--- src/rtl/rtfifo_defines.svh ---
`ifndef RTFIFO_DEFINES_SVH
`define RTFIFO_DEFINES_SVH

//////////////////////////////////////////////////
// Sizing of the shared TX/RX FIFO pair
//////////////////////////////////////////////////

// Pointer width of each FIFO half
`define RTF_ADDR_BITS 4

// Width of one data word
`define RTF_DATA_BITS 8

// Words per FIFO half of the shared RAM
`define RTF_DEPTH (1 << `RTF_ADDR_BITS)

`endif
--- src/rtl/rtFifoPkg.sv ---
`include "rtfifo_defines.svh"

package rtFifoPkg;

    typedef enum logic {Rx, Tx} fifoSelE;                  // FIFO being served

    typedef enum logic [2:0] {
        Idle, WrEmpty, Wr, WrCount, Rd, RdLoad
    } seqStateE;

    typedef enum logic [1:0] {WordCount, ReadPtr, WritePtr} regSelE;
    typedef enum logic [1:0] {Hold, Inc, Dec} aluOpE;     // Pointer file unit op

    typedef logic [`RTF_DATA_BITS-1:0] dataT;

    typedef struct packed {logic txWr; logic txRd; logic rxWr; logic rxRd;} fifoReqT;
    typedef struct packed {logic txWr; logic txRd; logic rxWr; logic rxRd;} fifoDoneT;
    typedef struct packed {logic txEmpty; logic txFull; logic rxEmpty; logic rxFull;} flagsT;

    // Decoded control word, one per sequencer state
    typedef struct packed {
        fifoSelE sel;       // FIFO half
        regSelE  regSel;    // Pointer file entry
        aluOpE   op;        // Inc/dec unit
        logic    ramWr;     // Write RAM, forward to read data
        logic    loadOut;   // Load head register next cycle
        logic    setEmpty;  // Empty <= zero, full drops
        logic    setFull;   // Full <= zero
        logic    clrEmpty;  // Head now valid
    } ctrlWordT;

endpackage

--- src/rtl/rtFifo.sv ---
`include "rtfifo_defines.svh"

module rtFifo
(
    input  logic              Clk,
    input  logic              rstN,
    input  logic              TfWr,
    input  logic              TfRd,
    input  logic              RfWr,
    input  logic              RfRd,
    input  rtFifoPkg::dataT   Tdi,
    input  rtFifoPkg::dataT   Rdi,
    output rtFifoPkg::dataT   Tdo,
    output rtFifoPkg::dataT   Rdo,
    output rtFifoPkg::flagsT  flags
);

    rtFifoPkg::fifoReqT              req;
    rtFifoPkg::fifoDoneT             done;
    rtFifoPkg::ctrlWordT             ctrl;
    logic [`RTF_ADDR_BITS-1:0]       ptr;
    logic                            zero;

    //////////////////////////////////////////////////
    // Request latch and sequencer
    //////////////////////////////////////////////////

    fifoCmdLatch u_cmdLatch (
        .Clk(Clk), .rstN(rstN),
        .TfWr(TfWr), .TfRd(TfRd), .RfWr(RfWr), .RfRd(RfRd),
        .flags(flags), .done(done), .req(req)
    );

    fifoSequencer u_sequencer (
        .Clk(Clk), .rstN(rstN),
        .req(req), .flags(flags), .zero(zero),
        .ctrl(ctrl), .done(done)
    );

    //////////////////////////////////////////////////
    // Datapath
    //////////////////////////////////////////////////

    fifoPointerFile u_pointerFile (
        .Clk(Clk), .rstN(rstN), .ctrl(ctrl), .ptr(ptr), .zero(zero)
    );

    fifoStore u_store (
        .Clk(Clk), .rstN(rstN), .ctrl(ctrl), .ptr(ptr),
        .Tdi(Tdi), .Rdi(Rdi), .Tdo(Tdo), .Rdo(Rdo)
    );

    fifoFlags u_flags (
        .Clk(Clk), .rstN(rstN), .ctrl(ctrl), .zero(zero), .flags(flags)
    );

endmodule

--- src/rtl/fifoFlags.sv ---
module fifoFlags
(
    input  logic                 Clk,
    input  logic                 rstN,
    input  rtFifoPkg::ctrlWordT  ctrl,
    input  logic                 zero,
    output rtFifoPkg::flagsT     flags
);

    logic hitTx, hitRx;

    assign hitTx = (ctrl.sel == rtFifoPkg::Tx);
    assign hitRx = (ctrl.sel == rtFifoPkg::Rx);

    // Next {empty, full} of one FIFO
    function automatic logic [1:0] nextFlags(input logic hit, input logic empty,
                                             input logic full,
                                             input rtFifoPkg::ctrlWordT cw,
                                             input logic isZero);
        logic e;
        logic f;
        e = empty;
        f = full;
        if (hit && cw.clrEmpty) e = 1'b0;
        if (hit && cw.setEmpty)
        begin
            e = isZero;                 // No word left behind the head
            f = 1'b0;                   // Any read drops full
        end
        if (hit && cw.setFull) f = isZero;
        return {e, f};
    endfunction

    always_ff @(posedge Clk or negedge rstN)
    begin
        if (!rstN)
        begin
            flags <= '{txEmpty: 1'b1, txFull: 1'b0, rxEmpty: 1'b1, rxFull: 1'b0};
        end
        else
        begin
            {flags.txEmpty, flags.txFull} <= nextFlags(hitTx, flags.txEmpty, flags.txFull,
                                                       ctrl, zero);
            {flags.rxEmpty, flags.rxFull} <= nextFlags(hitRx, flags.rxEmpty, flags.rxFull,
                                                       ctrl, zero);
        end
    end

    // Count, sequencer and flags must agree
    assert property (@(posedge Clk) disable iff (!rstN)
        !(flags.txEmpty && flags.txFull) && !(flags.rxEmpty && flags.rxFull));

endmodule

--- src/rtl/fifoStore.sv ---
`include "rtfifo_defines.svh"

module fifoStore
(
    input  logic                        Clk,
    input  logic                        rstN,
    input  rtFifoPkg::ctrlWordT         ctrl,
    input  logic [`RTF_ADDR_BITS-1:0]   ptr,
    input  rtFifoPkg::dataT             Tdi,
    input  rtFifoPkg::dataT             Rdi,
    output rtFifoPkg::dataT             Tdo,    // TX head
    output rtFifoPkg::dataT             Rdo     // RX head
);

    localparam int RamWords = 2 * `RTF_DEPTH;   // Rx half low, Tx half high

    rtFifoPkg::dataT           ram [RamWords];
    logic [`RTF_ADDR_BITS:0]   addr;
    rtFifoPkg::dataT           wrData;
    rtFifoPkg::dataT           rdData;
    logic                      loadTx, loadRx;

    assign addr   = {ctrl.sel, ptr};
    assign wrData = (ctrl.sel == rtFifoPkg::Tx) ? Tdi : Rdi;

    //////////////////////////////////////////////////
    // Shared RAM, write-first
    //////////////////////////////////////////////////

    always_ff @(posedge Clk)
    begin
        if (ctrl.ramWr)
        begin
            ram[addr] <= wrData;
            rdData    <= wrData;                // Forward for fall-through
        end
        else
        begin
            rdData <= ram[addr];
        end
    end

    // Load strobes lag the RAM access by one cycle
    always_ff @(posedge Clk or negedge rstN)
    begin
        if (!rstN)
        begin
            loadTx <= 1'b0;
            loadRx <= 1'b0;
            Tdo    <= '0;
            Rdo    <= '0;
        end
        else
        begin
            loadTx <= ctrl.loadOut & (ctrl.sel == rtFifoPkg::Tx);
            loadRx <= ctrl.loadOut & (ctrl.sel == rtFifoPkg::Rx);
            if (loadTx) Tdo <= rdData;
            if (loadRx) Rdo <= rdData;
        end
    end

endmodule

--- src/rtl/fifoPointerFile.sv ---
`include "rtfifo_defines.svh"

module fifoPointerFile
(
    input  logic                        Clk,
    input  logic                        rstN,
    input  rtFifoPkg::ctrlWordT         ctrl,
    output logic [`RTF_ADDR_BITS-1:0]   ptr,    // Selected entry, RAM address
    output logic                        zero
);

    // One extra bit so the count can hold DEPTH
    localparam int EntryBits = `RTF_ADDR_BITS + 1;

    logic [EntryBits-1:0] regFile [2][3];       // [fifo][WordCount/ReadPtr/WritePtr]
    logic [EntryBits-1:0] cur;
    logic [EntryBits-1:0] result;

    assign cur = regFile[ctrl.sel][ctrl.regSel];
    assign ptr = cur[`RTF_ADDR_BITS-1:0];

    //////////////////////////////////////////////////
    // Inc/dec unit
    //////////////////////////////////////////////////

    always_comb
    begin
        case (ctrl.op)
            rtFifoPkg::Inc: result = cur + 1'b1;
            rtFifoPkg::Dec: result = cur - EntryBits'(|cur);    // Stops at zero
            default:        result = cur;
        endcase
    end

    // Inc: low bits wrapped, count reached DEPTH
    // Dec: count was already zero
    assign zero = (ctrl.op == rtFifoPkg::Inc) ? (result[`RTF_ADDR_BITS-1:0] == '0)
                                              : (cur == '0);

    always_ff @(posedge Clk or negedge rstN)
    begin
        if (!rstN)
        begin
            for (int f = 0; f < 2; f++)
            begin
                for (int r = 0; r < 3; r++)
                begin
                    regFile[f][r] <= '0;
                end
            end
        end
        else if (ctrl.op != rtFifoPkg::Hold)
        begin
            regFile[ctrl.sel][ctrl.regSel] <= result;   // Write back
        end
    end

endmodule

--- src/rtl/fifoSequencer.sv ---
module fifoSequencer
(
    input  logic                 Clk,
    input  logic                 rstN,
    input  rtFifoPkg::fifoReqT   req,
    input  rtFifoPkg::flagsT     flags,
    input  logic                 zero,     // Word count was zero (Rd)
    output rtFifoPkg::ctrlWordT  ctrl,
    output rtFifoPkg::fifoDoneT  done
);

    rtFifoPkg::seqStateE state, nextState;
    rtFifoPkg::fifoSelE  sel, nextSel;
    logic                isTx;
    logic                wrDone, rdDone;

    //////////////////////////////////////////////////
    // Next state and priority encoder
    //////////////////////////////////////////////////

    always_comb
    begin
        nextState = rtFifoPkg::Idle;
        nextSel   = sel;
        case (state)
            rtFifoPkg::Idle:
            begin
                // TX write, RX read, TX read, RX write
                if (req.txWr)
                begin
                    nextSel   = rtFifoPkg::Tx;
                    nextState = flags.txEmpty ? rtFifoPkg::WrEmpty : rtFifoPkg::Wr;
                end
                else if (req.rxRd)
                begin
                    nextSel   = rtFifoPkg::Rx;
                    nextState = rtFifoPkg::Rd;
                end
                else if (req.txRd)
                begin
                    nextSel   = rtFifoPkg::Tx;
                    nextState = rtFifoPkg::Rd;
                end
                else if (req.rxWr)
                begin
                    nextSel   = rtFifoPkg::Rx;
                    nextState = flags.rxEmpty ? rtFifoPkg::WrEmpty : rtFifoPkg::Wr;
                end
            end
            rtFifoPkg::Wr: nextState = rtFifoPkg::WrCount;
            rtFifoPkg::Rd: nextState = zero ? rtFifoPkg::Idle : rtFifoPkg::RdLoad;  // Last word
            default:       nextState = rtFifoPkg::Idle;      // WrEmpty, WrCount, RdLoad
        endcase
    end

    always_ff @(posedge Clk or negedge rstN)
    begin
        if (!rstN)
        begin
            state <= rtFifoPkg::Idle;
            sel   <= rtFifoPkg::Rx;
        end
        else
        begin
            state <= nextState;
            sel   <= nextSel;       // Held through the sequence
        end
    end

    //////////////////////////////////////////////////
    // Control word decode
    //////////////////////////////////////////////////

    always_comb
    begin
        ctrl     = '0;              // Hold and no strobes
        ctrl.sel = sel;
        case (state)
            rtFifoPkg::WrEmpty:
            begin
                ctrl.regSel   = rtFifoPkg::WritePtr;  // Pointer not advanced
                ctrl.ramWr    = 1'b1;
                ctrl.loadOut  = 1'b1;                 // Forward straight to head
                ctrl.clrEmpty = 1'b1;
            end
            rtFifoPkg::Wr:
            begin
                ctrl.regSel = rtFifoPkg::WritePtr;
                ctrl.op     = rtFifoPkg::Inc;
                ctrl.ramWr  = 1'b1;
            end
            rtFifoPkg::WrCount:
            begin
                ctrl.regSel  = rtFifoPkg::WordCount;
                ctrl.op      = rtFifoPkg::Inc;
                ctrl.setFull = 1'b1;                  // On wrap to DEPTH
            end
            rtFifoPkg::Rd:
            begin
                ctrl.regSel   = rtFifoPkg::WordCount;
                ctrl.op       = rtFifoPkg::Dec;
                ctrl.setEmpty = 1'b1;                 // Old count tested
            end
            rtFifoPkg::RdLoad:
            begin
                ctrl.regSel  = rtFifoPkg::ReadPtr;
                ctrl.op      = rtFifoPkg::Inc;
                ctrl.loadOut = 1'b1;
            end
            default: ;
        endcase
    end

    // Done strobes clear the latched request before the next Idle
    assign isTx   = (sel == rtFifoPkg::Tx);
    assign wrDone = (state == rtFifoPkg::WrEmpty) || (state == rtFifoPkg::WrCount);
    assign rdDone = (state == rtFifoPkg::Rd);

    assign done.txWr = wrDone & isTx;
    assign done.txRd = rdDone & isTx;
    assign done.rxWr = wrDone & ~isTx;
    assign done.rxRd = rdDone & ~isTx;

    // Head load from RAM only while the served FIFO still holds words
    assert property (@(posedge Clk) disable iff (!rstN)
        (state == rtFifoPkg::RdLoad) |-> (isTx ? !flags.txEmpty : !flags.rxEmpty));

endmodule

--- src/rtl/fifoCmdLatch.sv ---
module fifoCmdLatch
(
    input  logic               Clk,
    input  logic               rstN,
    input  logic               TfWr,    // TX write strobe
    input  logic               TfRd,    // TX read strobe
    input  logic               RfWr,    // RX write strobe
    input  logic               RfRd,    // RX read strobe
    input  rtFifoPkg::flagsT   flags,
    input  rtFifoPkg::fifoDoneT done,
    output rtFifoPkg::fifoReqT req
);

    logic setTxWr, setTxRd, setRxWr, setRxRd;

    // Full blocks writes, empty blocks reads
    assign setTxWr = TfWr & ~flags.txFull;
    assign setTxRd = TfRd & ~flags.txEmpty;
    assign setRxWr = RfWr & ~flags.rxFull;
    assign setRxRd = RfRd & ~flags.rxEmpty;

    //////////////////////////////////////////////////
    // Pending requests, set wins over done
    //////////////////////////////////////////////////

    always_ff @(posedge Clk or negedge rstN)
    begin
        if (!rstN)
        begin
            req <= '0;
        end
        else
        begin
            req.txWr <= setTxWr | (req.txWr & ~done.txWr);
            req.txRd <= setTxRd | (req.txRd & ~done.txRd);
            req.rxWr <= setRxWr | (req.rxWr & ~done.rxWr);
            req.rxRd <= setRxRd | (req.rxRd & ~done.rxRd);  // Merges a repeat strobe
        end
    end

endmodule

--- config.mk ---
export PLATFORM = sky130hd
export DESIGN_NAME = rtFifo
export DESIGN_NICKNAME = d
export VERILOG_FILES = /design/src/rtl/rtFifoPkg.sv /design/src/rtl/rtFifo.sv /design/src/rtl/fifoFlags.sv /design/src/rtl/fifoStore.sv /design/src/rtl/fifoPointerFile.sv /design/src/rtl/fifoSequencer.sv /design/src/rtl/fifoCmdLatch.sv
export VERILOG_INCLUDE_DIRS = /design/src /design/src/rtl
export SDC_FILE = /design/constraint.sdc
export NUM_CORES = 1
export LEC_CHECK = 0
export ABC_AREA = 1
export BUFFER_PORTS_ARGS = -buffer_cell sky130_fd_sc_hd__clkbuf_2
export CORE_AREA = 3 3 154 141
export CTS_BUF_LIST = sky130_fd_sc_hd__clkbuf_2 sky130_fd_sc_hd__clkbuf_4 sky130_fd_sc_hd__clkbuf_8
export CTS_CLUSTER_DIAMETER = 30
export DETAILED_ROUTE_END_ITERATION = 10
export DIE_AREA = 0 0 157 144
export PLACE_DENSITY = 0.84
export SLEW_MARGIN = 30
export SYNTH_ARGS = -nofsm -noshare
export SYNTH_HDL_FRONTEND = slang
export SYNTH_SLANG_ARGS = --single-unit
--- constraint.sdc ---
create_clock -name Clk -period 5.75 [get_ports Clk]
set_input_delay 1.15 -clock Clk [delete_from_list [all_inputs] [get_ports Clk]]
set_output_delay 1.15 -clock Clk [all_outputs]
set_load 0.01 [all_outputs]
======== Word-level counts from Yosys, hierarchy flattened ========
Memories as Yosys holds them, arrays and structs flattened. A register that Yosys moved wholly into a read port is not among the register bits.
Cells that the tools add are included.
operators by class
  order comparisons ....................... 4
  muxes and demuxes ....................... 43
  eq/ne operators ......................... 7
  add/subtract/negate cells ............... 2
  reductions and logical operators ........ 23
  bitwise operators ....................... 29
operators with widths
  kind                                                                   count
  15-bit two-way mux                                                     4
  30-bit bitwise mux                                                     1
  1-bit two-way mux                                                      20
  15-bit demux with 1-bit select                                         1
  3-bit two-way mux                                                      5
  5-bit two-way mux                                                      3
  1-bit AND                                                              14
  5-bit binary-select mux with 2-bit select                              1
  5-bit demux with 2-bit select                                          1
  5-bit case mux with 2 select lines                                     1
  2-bit nonzero test                                                     5
  1-bit inverter                                                         9
  3-bit case mux with 3 select lines                                     1
  1-bit logical AND                                                      8
  8-bit two-way mux                                                      1
  2-bit case mux with 2 select lines                                     2
  3-bit by 2-bit equality test with 1-bit output, second input constant  2
  3-bit equality test, second input constant                             2
  5-bit by 1-bit adder with 5-bit output, second input constant          1
  5-bit zero test                                                        1
  5-bit OR reduction                                                     1
  5-bit by 1-bit subtractor with 5-bit output                            1
  4-bit zero test                                                        1
  2-bit two-way mux                                                      2
  16 further kinds                                                       20
storage, ports and cells
  memories kept ........................... 1
  output and inout port bits .............. 20
  bits in writable memories ............... 256
  register bits after elaboration ......... 60
  logic and storage cells ................. 129
memories
  name         words  bits a word  read ports  clocked after Yosys merged registers in  wr ports  line             RTL
  u_store.ram  32     8            1           1                                        1         fifoStore.sv:17  rtFifoPkg::dataT ram [RamWords];

======== Logic depth before layout (Yosys ltp) ========
Gate-level depths: netlist of run 1.
  depth in word-level cells ............... 14
  gate-level depth with buffers ........... 24
  gate-level depth less buffers ........... 23

======== By module ========
Synthesis of run 1 repeated with hierarchy kept, for this count alone.
unflattened totals
  cells, all modules ...................... 1355
  area total of the unflattened synthesis .. 14019.7 µm²
modules (own cells, without submodules)
  module           times used  cells each  area each (µm²)
  fifoStore        1           995         11436.0
  fifoPointerFile  1           252         1874.3
  fifoSequencer    1           61          347.8
  fifoFlags        1           23          186.4
  fifoCmdLatch     1           24          175.2

======== Worst setup path before layout of run 1 ========
Ideal clock, no wire load.
  path type ............................... register -> register
  start ................................... register u_sequencer.sel (netlist: u_sequencer.isTx)
  end ..................................... register u_sequencer.state[0]
  library setup time ...................... 0.121 ns
  stages on the path, launching flop included .. 16
  buffers on the path ..................... 2
  data arrival time ....................... 2.606 ns
  data required time ...................... 5.629 ns
  slack ................................... 3.023 ns
  clock period less this slack ............ 2.727 ns
  cells stage by stage .................... dfrtp_1 buf_4 buf_4 or2_1 o2111ai_2 nand3_2 nor2_1 nand3_1 ha_1 inv_1 fa_1 or2_2 nand2_1 nand3_2 nand3_1 nand2_1
on the way
  longest elaborated chain between the ends .. 14
  elaborated cells on any way between the ends .. 16
ends and longest elaborated chain
  element                                                   line                   RTL
  start, declared                                           fifoSequencer.sv:13    rtFifoPkg::fifoSelE sel, nextSel;
  start signal, assigned                                    fifoSequencer.sv:61    sel <= rtFifoPkg::Rx;
  start signal, assigned                                    fifoSequencer.sv:66    sel <= nextSel;
  1-bit inverter with 2-bit output (not written as such) *  fifoPointerFile.sv:19  assign cur = regFile[ctrl.sel][ctrl.regSel];
  15-bit two-way mux (not written as such) * (3 in a row)   fifoPointerFile.sv:19
  5-bit binary-select mux with 2-bit select *               fifoPointerFile.sv:19
  5-bit two-way mux (not written as such) * (2 in a row)    fifoPointerFile.sv:19
  5-bit OR reduction                                        fifoPointerFile.sv:30  rtFifoPkg::Dec: result = cur - EntryBits'(|cur);
  5-bit by 1-bit subtractor with 5-bit output               fifoPointerFile.sv:30
  5-bit case mux with 2 select lines                        fifoPointerFile.sv:28  case (ctrl.op)
  4-bit zero test                                           fifoPointerFile.sv:37  assign zero = (ctrl.op == rtFifoPkg::Inc) ? (result[`RTF_ADDR_BITS-1:0] == '0)
  1-bit two-way mux *                                       fifoPointerFile.sv:37
  3-bit two-way mux *                                       fifoSequencer.sv:51    rtFifoPkg::Rd: nextState = zero ? rtFifoPkg::Idle : rtFifoPkg::RdLoad;
  3-bit case mux with 3 select lines *                      fifoSequencer.sv:25    case (state)
  named net u_sequencer.nextState[0]                        fifoSequencer.sv:12    rtFifoPkg::seqStateE state, nextState;
  end signal, assigned                                      fifoSequencer.sv:60    state <= rtFifoPkg::Idle;
  end signal, assigned                                      fifoSequencer.sv:65    state <= nextState;
  end, declared                                             fifoSequencer.sv:12
The timed path passes the listed nets; every way through them passes the cells marked *. The select of a mux whose other input is x is not followed.
A chain may end at the register's enable or synchronous reset.

======== Worst setup path in the final report of run 1 ========
  start ................................... register u_sequencer.sel (netlist: u_sequencer.isTx)
  end ..................................... register u_pointerFile.regFile[14] (netlist name)
on the way
  longest elaborated chain between the ends .. 11
  elaborated cells on any way between the ends .. 17
ends and longest elaborated chain
  element                                                   line                   RTL
  1-bit inverter with 2-bit output (not written as such) *  fifoPointerFile.sv:19
  15-bit two-way mux (not written as such) * (3 in a row)   fifoPointerFile.sv:19
  5-bit binary-select mux with 2-bit select *               fifoPointerFile.sv:19
  5-bit two-way mux (not written as such) * (2 in a row)    fifoPointerFile.sv:19
  named net ptr[0]                                          rtFifo.sv:21           logic [`RTF_ADDR_BITS-1:0] ptr;
  5-bit OR reduction                                        fifoPointerFile.sv:30
  5-bit by 1-bit subtractor with 5-bit output               fifoPointerFile.sv:30
  5-bit case mux with 2 select lines *                      fifoPointerFile.sv:28
  30-bit bitwise mux *                                      fifoPointerFile.sv:54  regFile[ctrl.sel][ctrl.regSel] <= result;
  end signal, assigned by index                             fifoPointerFile.sv:54
  end, declared                                             fifoPointerFile.sv:15  logic [EntryBits-1:0] regFile [2][3];
Marks and branches as above.

==> results.yml, run 1 <==
run_status:
  status: "completed"
critical_path:
  max_stage_delay_ns: 0.46
  reg2reg_slack_ns: 2.24
  cp_slowest_cell: "inv_2"
  cp_common_cell: "nand2_1"
  cp.required_ns: 6.18
  start_kind: "register"
  crit_chain: "buf_4 -> inv_2 -> nand2_1 -> nand2_1 -> nand3_1 -> nand3_4 -> clkinv_2 -> nand2_1 -> nor2_2 -> nand3_1 -> ha_1 -> inv_1 -> fa_1 -> a21oi_1 -> o21ai_0 -> nand2_1 -> nand2_1 -> nor2_1 -> xnor2_2 -> o21ai_0"
  cp.arrival_ns: 3.94
  crit_fanout: 36
  endpoint_kind: "register"
  timing_worst_setup_path_type: "register to register"
final_layout:
  diodes: 0
  final_cell_mix: "256 x edfxtp_1, 221 x nand2_1, 191 x nor2_1, 138 x o21ai_0, 88 x nand3_1"
  n_fill_cell: 1272
  layout_commonest_cell: "edfxtp_1"
  area_growth_pct: 10.9
  nets: 1268
  drive_gt1_frac: 0.138
power:
  ir_worst_vdd_mv: 0.353
  p_leak_nw: 5.65
  power.density_nw_per_um2: 546
  finalPower_mw: 8.14
clocking:
  clockRootBuffer: "clkbuf_8"
  cts_made_buffers: 52
  h-tree-depth: 2
  clock_path_buffers: 3
  cts_tree: "yes"
  cts_hold_buf: 0
  path_clk_slew_ns: 0.06
  clk_latency_ns: 0.57
  clock_sinks: 321
  cts-resized-gates: 0
  post_cts_buffers: 0
yosys:
  synth_area_um2: 13400
  syn_inst: 1193
  synth_edf_count: 256
  ys_types: 38
  async_reset_ff_frac: 0.187
  synth_flop_cell: "edfxtp_1"
  yosys_warnings: 0
  synth_seq_cells: 321
  syn_nets: 1223
  synth_seq_area_share: 0.691
  syn_area_per_cell_um2: 11.3
timing:
  whs_ns: 0.484
  drv_slew: 0
  fin_worst_skew_ns: 0.0245
  fmax_mhz: 285
  finalCritPeriodShare: 0.610
  report.final.setup_viol: 0
  finalSetupTns_ns: 0
  rsz0062_at_grt: "false"
  min_period_ns: 3.51
  final_hold_viol_count: 0
  worst_pin_slew_ns: 0.973
  relSlewSlack: 0.349
global_routing:
  grt_pass1_vias: 9295
  grt_overflow: 0
  grt_start_max_net_pins: 85
  antenna_found_initial: 1
  grt_pass1_wl_um: 50100
  grt_usage: 0.292
route:
  drc_errors: 0
  drt-vias-per-instance: 6.31
  wire_per_inst_um: 21.6
  ant_nets: 0
  drt-initial-drc-count: 1394
  drtPass1Iterations: 6
  routed_wl_um: 33200
  via_count: 9672
hold_path:
  hold_path_class: "register to register"
floorplan:
  ioPinCount: 42
  chipHeight_um: 144
  chipWidth_um: 157
  num_rows: 49
  initial_utilization: 0.670
  die_area_um2: 22600
  coreArea_um2: 20000
flow_run:
  max_cap_violations: 0
placed_design:
  dp_hpwl_um: 19500
  portBuffers: 41
  place_congestion: 0.949
[through the flow]
| stage | setup WS, ns | instance area (um2) | std cells | utilization |
|---|---|---|---|---|
| detailed placement | 2.32 | 13800 | 1439 | 0.688 |
| global route | 1.88 | 14900 | 1533 | 0.743 |
| floorplan | 3.02 | 13400 | 1193 | - |
| CTS | 2.27 | 14900 | 1533 | 0.743 |
| finish | 2.24 | 14900 | 1533 | 0.743 |
| global placement | 2.44 | 13800 | 1439 | 0.687 |
[kinds of logic after synthesis]
family | count (synthesis) | share of synthesized area
AND/OR/NAND/NOR | 528 | 0.166
AO/OA/AOI/OAI | 226 | 0.0995
buffers and inverters | 109 | 0.0339
adder cells (fa/ha/maj) | 8 | 0.00801
flip-flops | 321 | 0.691
XOR/XNOR | 1 | 0.00121
[path summary, 6_finish.rpt]
path	startpoint	end	cells past startpoint
max	u_sequencer.isTx	u_pointerFile.regFile[14]	20
min	u_pointerFile.regFile[19]	u_pointerFile.regFile[19]	2
max reg2reg	u_sequencer.isTx	u_pointerFile.regFile[14]	20
min reg2reg	u_pointerFile.regFile[19]	u_pointerFile.regFile[19]	2
max in group asynchronous	rstN	u_pointerFile.regFile[2]	2
min in group asynchronous	rstN	u_store.Tdo[6]	2
[layout make-up]
cell class              instances  area (um2)  area share
clock buffers                  67         872      0.0585
clock inverters                27         243      0.0163
inverters                      48         183      0.0123
multi-input cells             763        3700       0.249
flip-flops and latches        321        9300       0.624
well taps                     255         319      0.0214
repair buffers                 52         288      0.0193
[synthesized netlist by cell type, drive strengths merged, types with 2 or more instances]
library cell,count,share of area
buf,21,0.0092
o31ai,9,0.0050
edfxtp,256,0.57
dfrtp,58,0.11
or2,3,0.0014
o21ai,141,0.053
nor3,2,0.00074
o211ai,18,0.010
nand3,98,0.042
o221ai,32,0.021
a21oi,20,0.0074
dfstp,2,0.0039
a31oi,2,0.00093
nand2,231,0.067
dfxtp,5,0.0074
ha,7,0.0065
clkbuf,40,0.011
nor2,193,0.054
inv,47,0.013
[metal layers]
layer,vias up,global-route usage,routed length [um]
met1,4599,0.396,12300
met5,-,0,0
met2,656,0.467,15700
met3,114,0.0604,3770
li1,4303,-,-
met4,0,0.127,1380
[critical path: cells and delay by family, from the launching register on]
family	cells	cell delay (ns)
AND/OR/NAND/NOR	10	0.98
adder cells (fa/ha/maj)	2	0.60
flip-flops	1	0.37
XOR/XNOR	1	0.19
buffers and inverters	4	0.86
AO/OA/AOI/OAI	3	0.37
[sequential cells by signal, indices dropped and copies added, names as in the netlist, named ones only]
register / cells
u_cmdLatch.req: 4
u_flags.flags: 4
u_pointerFile.regFile: 30
u_sequencer.isTx: 1
u_sequencer.state: 3
u_store.Rdo: 8
u_store.Tdo: 8
u_store.loadRx: 1
u_store.loadTx: 1
u_store.ram: 256
[power breakdown]
part / internal, mW / switching, mW
Clock: 1.18 / 0.882
Combinational: 0.730 / 2.07
Sequential: 3.03 / 0.239
Total: 4.94 / 3.19
Note: power is estimated with default switching activity, not from simulation.
==> run 2, diff against run 1 <==
--- a/config.mk
+++ b/config.mk
@@ -8,12 +8,12 @@
 export LEC_CHECK = 0
 export ABC_AREA = 1
 export BUFFER_PORTS_ARGS = -buffer_cell sky130_fd_sc_hd__clkbuf_2
-export CORE_AREA = 3 3 154 141
+export CORE_AREA = 3 3 165 151
 export CTS_BUF_LIST = sky130_fd_sc_hd__clkbuf_2 sky130_fd_sc_hd__clkbuf_4 sky130_fd_sc_hd__clkbuf_8
 export CTS_CLUSTER_DIAMETER = 30
 export DETAILED_ROUTE_END_ITERATION = 10
-export DIE_AREA = 0 0 157 144
-export PLACE_DENSITY = 0.84
+export DIE_AREA = 0 0 168 154
+export PLACE_DENSITY = 0.77
 export SLEW_MARGIN = 30
 export SYNTH_ARGS = -nofsm -noshare
 export SYNTH_HDL_FRONTEND = slang
==> constraint.sdc (replaced) <==
create_clock -name Clk -period 2.8 [get_ports Clk]
set_input_delay 0.56 -clock Clk [delete_from_list [all_inputs] [get_ports Clk]]
set_output_delay 0.56 -clock Clk [all_outputs]
set_load 0.01 [all_outputs]
==> results.yml, run 2 (synthesized netlist as in run 1, its figures left out) <==
run_status:
  status: "complete, but fails checks"
  violations: "negative setup slack"
timing:
  fin_worst_skew_ns: 0.0380
  drv_slew: 0
  relSlewSlack: 0.457
  report.final.setup_viol: 5
  worst_slack_ns: -0.0197
  rsz0062_at_grt: "true"
  final_hold_viol_count: 0
  min_period_ns: 2.82
  finalCritPeriodShare: 1.01
  fmax_mhz: 355
  worst_pin_slew_ns: 0.814
placed_design:
  place_congestion: 0.913
  portBuffers: 41
  dp_hpwl_um: 19900
floorplan:
  chipHeight_um: 154
  initial_utilization: 0.577
  ioPinCount: 42
  chipWidth_um: 168
  coreArea_um2: 23300
  num_rows: 53
  die_area_um2: 25900
route:
  drc_errors: 0
  wire_per_inst_um: 20.5
  routed_wl_um: 34100
  drt-vias-per-instance: 6.00
  via_count: 9969
  drt-initial-drc-count: 1332
  ant_nets: 0
  drtPass1Iterations: 6
clocking:
  clock_sinks: 321
  cts_made_buffers: 51
  clk_latency_ns: 0.60
  cts_tree: "yes"
  cts_hold_buf: 0
  h-tree-depth: 2
  clock_path_buffers: 3
  clockRootBuffer: "clkbuf_8"
  path_clk_slew_ns: 0.07
critical_path:
  cp.required_ns: 3.26
  cp.arrival_ns: 3.28
  timing_worst_setup_path_type: "register to register"
  endpoint_kind: "register"
  crit_fanout: 6
  start_kind: "register"
final_layout:
  diodes: 0
  final_cell_mix: "256 x edfxtp_1, 214 x nand2_1, 187 x nor2_1, 129 x o21ai_0, 84 x nand3_1"
  largest_register: "u_store.ram"
  layout_commonest_cell: "edfxtp_1"
  largest_reg_flops: 256
  reg_top3: "u_store.ram: 256 flops, u_pointerFile.regFile: 30 flops"
  postLayoutCoreUtil: 0.676
  drive_gt1_frac: 0.206
  nets: 1347
  area_growth_pct: 17.0
global_routing:
  grt_usage: 0.256
  grt_pass1_wl_um: 51900
  grt_start_max_net_pins: 129
  antenna_found_initial: 0
  grt_overflow: 0
  grt_pass1_vias: 9585
power:
  finalPower_mw: 17.6
  ir_worst_vdd_mv: 0.838
  p_leak_nw: 6.04
  power.density_nw_per_um2: 1120
flow_run:
  max_cap_violations: 0
hold_path:
  hold_path_class: "input port to asynchronous set/reset pin"
run 2: cell count changes in the layout (fill, tap and decap cells not counted), moves of 5 or more:
| cell | change |
|---|---|
| nand2_1 | -7 |
| clkinv_1 | +5 |
| buf_4 | +67 |
| clkinv_2 | -5 |
| clkbuf_8 | -6 |
| o21ai_1 | +7 |
| buf_6 | +8 |
| clkbuf_4 | +6 |
| o21ai_0 | -9 |
run 2: per-layer routing:
| metal | wire length, um | vias to the layer above | GRT usage | part of all wire |
|---|---|---|---|---|
| met5 | 0 | - | 0 | 0 |
| met4 | 982 | 0 | 0.0904 | 0.029 |
| met3 | 2940 | 95 | 0.0416 | 0.086 |
| met2 | 17000 | 560 | 0.426 | 0.50 |
| met1 | 13200 | 4841 | 0.345 | 0.39 |
| li1 | - | 4473 | - | - |
run 2: critical path: stages (launching register included):
cell	delay, ns
dfrtp_1	0.43
inv_4	0.14
nand3_4	0.14
inv_4	0.09
o21ai_1	0.06
nand2_1	0.09
nand2_2	0.05
nand2_2	0.10
nand2_4	0.06
nor2_4	0.11
nand3_2	0.07
ha_2	0.19
inv_2	0.07
fa_2	0.22
a21oi_2	0.06
o21ai_1	0.19
nand2_1	0.08
nand2_1	0.09
nor2_2	0.06
xnor2_2	0.18
buf_6	0.15
o21ai_1	0.06
run 2: cell type report:
cell class              instances  area, um2
clock inverters                29        185
well taps                     302        378
multi-input cells             763       3890
flip-flops and latches        321       9300
inverters                      48        196
clock buffers                  66        827
fillers                      1655       7550
repair buffers                132        953
run 2: where the power goes:
part	switching (mW)	internal, mW	total (mW)
sequential	0.407	6.22	6.63
clock	1.85	2.06	3.90
combinational	4.81	2.31	7.12
total	7.06	10.6	17.6
run 2: what timing repair did:
item | 4_1_cts | 5_1_grt
cloned | 1 | 1
endpoints found under the hold margin | 0 | 0
buffers inserted | 0 | 8
pin swaps | 0 | 20
setup endpoints to repair | 7 | 24
resized for setup | 5 | 69
run 2: through the flow:
| step | cell area [um2] | TNS [ns] | setup WS [ns] | hold slack, ns | std cells |
|---|---|---|---|---|---|
| finish | 15700 | -0.0481 | -0.0197 | 0.102 | 1661 |
| global route | 15700 | -1.83 | -0.188 | 0.146 | 1661 |
| CTS | 15400 | 0 | 0.00573 | 0.126 | 1652 |
| detailed placement | 14400 | 0 | 0.0171 | 0.467 | 1556 |
| global placement | 14400 | 0 | 0.0860 | 0.465 | 1556 |
| floorplan | 13400 | 0 | 0.0728 | 0.264 | 1193 |
run 2: final timing paths:
kind | from | endpoint | slack (ns) | depth (start not counted)
worst max-delay path | u_sequencer.state[1] | u_pointerFile.regFile[19] | -0.02 | 21
worst min-delay path | rstN | u_store.Tdo[2] | 0.10 | 2
worst max register to register | u_sequencer.state[1] | u_pointerFile.regFile[19] | -0.02 | 21
worst min register to register | u_store.Rdo[3] | u_store.Rdo[3] | 0.48 | 2
max in group asynchronous | rstN | u_sequencer.isTx | 2.15 | 2
min in group Clk | TfRd | u_cmdLatch.req[2] | 0.20 | 3
